`src/logic/gb_memmap_pkg.sv`:
```
// ------------------------------------------------
// CPU address map and I/O register addresses
// ------------------------------------------------
`default_nettype none

package gb_memmap_pkg;

	localparam int ADDR_W      = 16;
	localparam int DATA_W      = 8;

	// I/O registers
	localparam logic [15:0] REG_P1   = 16'hFF00; // joypad
	localparam logic [15:0] REG_SB   = 16'hFF01; // serial data, reads FF
	localparam logic [15:0] REG_SC   = 16'hFF02; // serial control
	localparam logic [15:0] REG_IF   = 16'hFF0F;
	localparam logic [15:0] REG_BOOT = 16'hFF50; // boot overlay disable
	localparam logic [15:0] REG_SVBK = 16'hFF70; // wram bank, colour only
	localparam logic [15:0] REG_IE   = 16'hFFFF;

	localparam int WRAM_OFS_W  = 13; // C000..DFFF window
	localparam int WRAM_PHYS_W = 15; // 8 banks of 4k
	localparam int HRAM_W      = 7;

	localparam logic [7:0] BOOT_KEY_CGB  = 8'h11;
	localparam logic [7:0] FAST_BOOT_TAG = 8'h42; // seen by boot code at FF50

	// one window offset, seen flat or as bank bit + page offset
	typedef union packed {
		logic [WRAM_OFS_W-1:0] flat;
		struct packed {
			logic        bank_sel; // 1 -> D000 page, switchable
			logic [11:0] page_ofs;
		} paged;
	} wram_ofs_u;

endpackage

`default_nettype wire

```
`src/logic/cpu_bus_mux.sv`:
```
// ------------------------------------------------
// read data valid one cycle after the address
// RAM data comes late from the RAMs, not registered here
// ------------------------------------------------
`default_nettype none

module cpu_bus_mux
	import gb_memmap_pkg::*;
(
	input  logic              clk_cpu,
	input  logic              reset,
	input  logic              cgb_mode,
	input  logic              fast_boot,
	input  logic [ADDR_W-1:0] cpu_addr,
	input  logic              irq_ack,
	input  logic              boot_active,
	input  logic [DATA_W-1:0] p1_rdata,
	input  logic [DATA_W-1:0] sc_rdata,
	input  logic [DATA_W-1:0] if_rdata,
	input  logic [DATA_W-1:0] ie_rdata,
	input  logic [DATA_W-1:0] svbk_rdata,
	input  logic [DATA_W-1:0] wram_rdata,
	input  logic [DATA_W-1:0] hram_rdata,
	input  logic [DATA_W-1:0] rom_rdata,
	input  logic [DATA_W-1:0] irq_vector,
	output logic              sel_p1,
	output logic              sel_sc,
	output logic              sel_irq_if,
	output logic              sel_irq_ie,
	output logic              sel_svbk,
	output logic              sel_wram,
	output logic              sel_hram,
	output logic              sel_rom,
	output logic [DATA_W-1:0] cpu_rdata
);

	logic              sel_fast; // boot code probes FF50
	logic [DATA_W-1:0] rd_byte;
	logic [DATA_W-1:0] rd_q;
	logic              wram_d;
	logic              hram_d;

	// ------------------------------------------------
	// address decode
	// ------------------------------------------------
	assign sel_p1     = cpu_addr == REG_P1;
	assign sel_sc     = cpu_addr == REG_SC;
	assign sel_irq_if = cpu_addr == REG_IF;
	assign sel_irq_ie = cpu_addr == REG_IE;
	assign sel_svbk   = cgb_mode && cpu_addr == REG_SVBK; // absent in mono
	assign sel_wram   = cpu_addr >= 16'hC000 && cpu_addr <= 16'hFDFF; // incl. echo
	assign sel_hram   = cpu_addr[15:7] == 9'h1FF && cpu_addr != REG_IE;
	// rom plus cart ram at A000..BFFF
	assign sel_rom    = !cpu_addr[15] || cpu_addr[15:13] == 3'b101;
	assign sel_fast   = fast_boot && boot_active && cpu_addr == REG_BOOT;

	// non-RAM sources, SB and holes fall through to FF
	always_comb begin
		rd_byte = 8'hFF;
		if (irq_ack)
			rd_byte = irq_vector; // ack cycle wins
		else if (sel_fast)
			rd_byte = FAST_BOOT_TAG;
		else if (sel_p1)
			rd_byte = p1_rdata;
		else if (sel_sc)
			rd_byte = sc_rdata;
		else if (sel_irq_if)
			rd_byte = if_rdata;
		else if (sel_irq_ie)
			rd_byte = ie_rdata;
		else if (sel_svbk)
			rd_byte = svbk_rdata;
		else if (sel_rom)
			rd_byte = rom_rdata;
	end

	// ------------------------------------------------
	// output stage
	// ------------------------------------------------
	always_ff @(posedge clk_cpu) begin
		rd_q <= rd_byte;
		if (reset) begin
			wram_d <= 1'b0;
			hram_d <= 1'b0;
		end else begin
			wram_d <= sel_wram && !irq_ack; // align with ram q
			hram_d <= sel_hram && !irq_ack;
		end
	end

	assign cpu_rdata = wram_d ? wram_rdata :
	                   hram_d ? hram_rdata :
	                   rd_q;

endmodule

`default_nettype wire

```
`config.mk`:
```
export PLATFORM = sky130hd
export DESIGN_NAME = cpu_bus_mux
export DESIGN_NICKNAME = d
export VERILOG_FILES = /design/src/logic/gb_memmap_pkg.sv /design/src/logic/cpu_bus_mux.sv
export SDC_FILE = /design/constraint.sdc
export NUM_CORES = 1
export LEC_CHECK = 0
export ABC_AREA = 1
export BUFFER_PORTS_ARGS = -buffer_cell sky130_fd_sc_hd__buf_4
export CAP_MARGIN = 20
export CORE_ASPECT_RATIO = 0.9
export CORE_UTILIZATION = 34
export DETAILED_ROUTE_END_ITERATION = 6
export HOLD_SLACK_MARGIN = 0.15
export PLACE_DENSITY_LB_ADDON = 0.3
export SETUP_SLACK_MARGIN = 0.02
export SYNTH_ARGS = -nofsm -noshare
export SYNTH_HDL_FRONTEND = slang
export SYNTH_SLANG_ARGS = --single-unit
```
`constraint.sdc`:
```
create_clock -name clk_cpu -period 1.1 [get_ports clk_cpu]
set_input_delay 0.11 -clock clk_cpu [delete_from_list [all_inputs] [get_ports clk_cpu]]
set_output_delay 0.11 -clock clk_cpu [all_outputs]
set_load 0.01 [all_outputs]
```
== Word level (Yosys, flattened, before mapping) ==
Cells that the tools add are included.

* Word-level logic and storage cells: 34
* Register bits after elaboration: 10
* Output and inout port bits: 16
* Input port bits: 94

* Magnitude comparators: 2
* Mux-type cells: 10
* Eq/ne operators: 9
* Reductions and logical operators: 10

{| class="wikitable"
|+ Operators with widths
! kind !! count
|-
| $eq A16 B16 Y1 const B || 6
|-
| $mux W8 || 10
|-
| $ge A16 B16 Y1 const B || 1
|-
| $le A16 B16 Y1 const B || 1
|-
| $ne A16 B16 Y1 const B || 1
|-
| $eq A9 B9 Y1 const B || 1
|-
| $logic_and A1 B1 Y1 || 7
|-
| $eq A3 B3 Y1 const B || 1
|-
| $logic_not A1 Y1 || 2
|-
| $logic_or A1 B1 Y1 || 1
|}

== Logic depth before layout (Yosys ltp) ==
* Word-level depth: 10
* Mapped depth: 10
* Gate-level depth less buffers: 9

== Worst setup path after synthesis ==
Ideal clock, no wire load.

* Kind: input to register
* Start: input cpu_addr[13]
* End: register rd_q[1]
* Required time: 982 ps
* Stages on the path: 8
* Setup time: 118 ps
* Data arrival time: 1122 ps
* Setup slack: -139 ps
* Cells stage by stage: inv_1 o21ai_0 inv_1 or2_2 nand2_1 o21ai_1 nand2_1 a21oi_2

* Longest elaborated chain between the ends: 10
* Elaborated cells on any way between the ends: 18
* Those cells by class: eq/ne: 7; mux: 8; reduce/logical: 3

{| class="wikitable"
|+ Ends and longest elaborated chain
! item !! RTL line !! RTL
|-
| start: declaration || cpu_bus_mux.sv:14 || <nowiki>input logic [ADDR_W-1:0] cpu_addr,</nowiki>
|-
| $eq A3 B3 Y1 || cpu_bus_mux.sv:54 || <nowiki>assign sel_rom = !cpu_addr[15] || cpu_addr[15:13] == 3'b101;</nowiki>
|-
| $logic_or A1 B1 Y1 || cpu_bus_mux.sv:54 ||
|-
| via sel_rom || cpu_bus_mux.sv:33 || <nowiki>output logic sel_rom,</nowiki>
|-
| $mux W8 || cpu_bus_mux.sv:74 || <nowiki>else if (sel_rom)</nowiki>
|-
| $mux W8 || cpu_bus_mux.sv:72 || <nowiki>else if (sel_svbk)</nowiki>
|-
| $mux W8 || cpu_bus_mux.sv:70 || <nowiki>else if (sel_irq_ie)</nowiki>
|-
| $mux W8 || cpu_bus_mux.sv:68 || <nowiki>else if (sel_irq_if)</nowiki>
|-
| $mux W8 || cpu_bus_mux.sv:66 || <nowiki>else if (sel_sc)</nowiki>
|-
| $mux W8 || cpu_bus_mux.sv:64 || <nowiki>else if (sel_p1)</nowiki>
|-
| $mux W8 || cpu_bus_mux.sv:62 || <nowiki>else if (sel_fast)</nowiki>
|-
| $mux W8 || cpu_bus_mux.sv:60 || <nowiki>if (irq_ack)</nowiki>
|-
| via rd_byte[1] || cpu_bus_mux.sv:38 || <nowiki>logic [DATA_W-1:0] rd_byte;</nowiki>
|-
| end signal: assignment || cpu_bus_mux.sv:82 || <nowiki>rd_q <= rd_byte;</nowiki>
|-
| end: declaration || cpu_bus_mux.sv:39 || <nowiki>logic [DATA_W-1:0] rd_q;</nowiki>
|}

The timed path passes the listed nets, and every way through them passes these cells.
A chain may end at the register's enable or synchronous reset.

== Worst setup path after layout ==
* Start: input cpu_addr[15]
* End: output sel_p1

* Longest elaborated chain between the ends: 1

{| class="wikitable"
|+ Ends and longest elaborated chain
! item !! RTL line !! RTL
|-
| $eq A16 B16 Y1 || cpu_bus_mux.sv:46 || <nowiki>assign sel_p1 = cpu_addr == REG_P1;</nowiki>
|-
| end: declaration || cpu_bus_mux.sv:26 || <nowiki>output logic sel_p1,</nowiki>
|}

Every way passes these cells.

==> run summary <==
The run finished, with violations left. The final reports fail on negative setup slack. The residual DRC count came out at 0. The maximum resistive drop on vdd is around 360 µV. The number of maximum-capacitance constraint violations came out at 0. In the finished design, the share of the clock period the worst path needs comes to 108%. The first TritonRoute pass finished after 4 iterations.

The number of cell rows is 20. Entering global routing, the biggest net connects 10 pins. The final cell area excluding filler cells came out at 2640 µm².

The region available for standard cell placement spans roughly 3400 µm². The critical path starts at cpu_addr[15]. The synthesized netlist occupies a cell area of 1230 µm².

The CTS tree is done. The final period demand of the worst path is 1.19 ns. Once the floorplan was initialized, standard cells occupied 35.9% of the core.

In this run, the number of DRC markers left after iteration 0 of detailed routing was 44. The layout cell share with drive strength beyond 1 is 50.5%. The cell count after synthesis is about 240. The number of buffers created by CTS came out at 3.

The total die area came out at 3870 µm². The root cell of the clock tree is clkbuf_8. 110 I/O pins were placed. The most used flip-flop cell after synthesis is dfxtp_1.

The area overhead of the layout relative to synthesis came out at 114%. The highest clock frequency the design can meet came out at 839 MHz. The number of endpoints with negative hold slack in the final report was 0. The antenna diode count came out at 0.

In this run, synthesis produced a sequential element count of 10. The cell area power density came out at 542 nW/µm². The synthesized area divided by synthesized cell count is 5.24 µm².

Setup repair after global routing could not meet its margin everywhere. The critical path required time came out at between 0.9 and 1 ns. The post-layout instance count excluding filler cells came out at 426. The average routed wire per standard cell is 13.2 µm.

During synthesis, Yosys emitted a total of 0 warnings. The total count of max-transition violations in the final report came out at 0. The die extent in x came out at between 60 and 70 µm.

Dividing the detail-routed via count by the number of cells gives 4.87. The path class of the tightest hold or removal check is in2reg. The clock tree buffer depth is 2. The clock input transition at the sequential cells of the worst setup and hold paths came out at about 0.04 ns. The instance count after placement with tap cells included is 405. For the pin with the worst max-slew slack, the measured transition is between 0.2 and 0.3 ns. The final standard cell utilization of the core came out at 77.1%. The headroom to the max-slew limit is 81.3%. The share of flip-flops with an asynchronous set or reset after synthesis came out at 0%. In this run the cell area measured after placement is roughly 2200 µm². Input and output buffers added on the ports amount to 109. The number of global-route vias before repair came out at 1935.

The least setup slack across all paths after layout came out at -0.0918 ns. The net count of the mapped netlist is 329. In this run the vertical extent of the chip is 59.1 µm. For this design, the sink count on the clock tree is 10. The startpoint-to-endpoint class of the critical path is in2out. The critical path endpoint category is an output port. In this run, synthesis inferred 0 flip-flops with an integrated enable.

Summing internal, switching and leakage power gives approximately 1.4 mW. STA classifies the critical path startpoint as an input pin. The total global routing overflow came out at 0. The final layout contains about 480 nets. The timing endpoint of the critical path is sel_p1. The count of different cell masters after synthesis is 23. In this run the static leakage power is 1.46 nW. In the global route stage, overall resource usage came out at between 20% and 30%. The first-pass GRT wire length came out at 7820 µm. The depth of the CTS H-tree came out at 1. The highest net fanout along the worst path is 2. Detailed placement finished with a half-perimeter wire length of 3940 µm. The arrival time at the worst endpoint is 1.08 ns. The initial antenna violation count is 0. Sequential cells were found to cover ~16% of the synthesized design area. The antenna violation net count after detailed routing came out at 0.

The count of final setup violators came out at 21. The total length of routed wires is between 5000 and 6000 µm. The vias after detailed routing came out at 2073. The final weighted congestion in routability-driven placement is approximately 0.90.
[cells by family after synthesis]
family	Yosys count	share of synthesized area, %
DFF	10	16.2
buffers and inverters	52	16.6
and+or+nand+nor	131	49.4
AOI/OAI and AO/OA	42	17.7
[placed cells by master (no fill, tap or decap), types with 2 or more instances in the layout]
cell type,count
a21oi_1,20
a21oi_2,11
buf_4,125
buf_6,8
buf_8,5
clkbuf_8,3
dfxtp_1,8
dlygate4sd3_1,10
inv_1,38
inv_2,7
inv_4,2
nand2_1,60
nand2_2,4
nand2_4,2
nand3_1,11
nand3_4,2
nand4_1,9
nor2_1,20
nor2_2,6
nor2_4,4
nor3_1,4
nor3_2,2
o21ai_0,6
o21ai_1,2
o21ai_2,3
or2_2,4
[layer usage]
layer  global-route usage, %  vias up  part of all wire [%]
li1                        -     1031                     -
met1                    29.7      934                    39
met2                    50.2       92                    52
met3                    3.85       16                   5.8
met4                    8.70        0                   3.1
met5                       0        -                     0
[cell usage after synthesis (2+ instances only)]
cell | instances | area share (%)
nand4_1 | 9 | 4.6
nor2_2 | 3 | 1.5
inv_1 | 47 | 14
nor2_1 | 26 | 7.9
or2_2 | 4 | 2.0
nand2_1 | 64 | 19
o21ai_1 | 4 | 1.6
a21oi_2 | 2 | 1.4
a21oi_1 | 29 | 12
o21ai_0 | 7 | 2.8
dfxtp_1 | 10 | 16
clkbuf_1 | 3 | 0.91
nand3_1 | 13 | 5.3
nor3_1 | 5 | 2.0
[cell type report]
class / instances / area [µm²]
flip-flops and latches: 10 / 205
inverters: 48 / 190
fillers: 259 / 786
clock buffers: 3 / 41.3
repair buffers: 148 / 1200
well taps: 44 / 55.1
multi-input cells: 173 / 947
[sequential cells by signal, summed over array words and instances, names as in the netlist]
register  cells
wram_d        1
rd_q          8
hram_d        1
[how the worst min path moves through the flow]
stage               startpoint       to  depth (start not counted)
finish                 irq_ack  rd_q[5]                          3
global route           irq_ack  rd_q[2]                          3
CTS                    irq_ack  rd_q[2]                          3
detailed placement       reset   wram_d                          2
global placement         reset   wram_d                          2
floorplan                reset   wram_d                          1
[stage by stage]
| step | setup WS (ns) | TNS [ns] | hold WS (ns) |
|---|---|---|---|
| floorplan | 0.0243 | 0 | 0.182 |
| global placement | -0.197 | -1.70 | 0.280 |
| detailed placement | -0.254 | -2.15 | 0.280 |
| CTS | -0.0504 | -0.285 | 0.151 |
| global route | -0.176 | -2.12 | 0.157 |
| finish | -0.0918 | -0.938 | 0.149 |
[what timing repair did]
action                     4_1_cts  5_1_grt
hold buffers                    10        0
pin swaps                       10        8
setup endpoints to repair       18       22
buffers inserted                 5        3
hold endpoints to repair        10        0
resized for setup               29       34
[critical path, cell delays in order]
cell and delay (ns):
buf_8 0.08, nand2_4 0.05, buf_6 0.11, inv_2 0.03, nand4_1 0.18, nor2_2 0.21, nand2_1 0.12, inv_2 0.08
buf_4 0.11
[report_power, final]
group          internal [mW]  total (mW)  switching, mW
clock                  0.238       0.367          0.129
combinational          0.403       0.669          0.266
sequential             0.389       0.397        0.00872
Note: power is estimated with default switching activity, not from simulation.
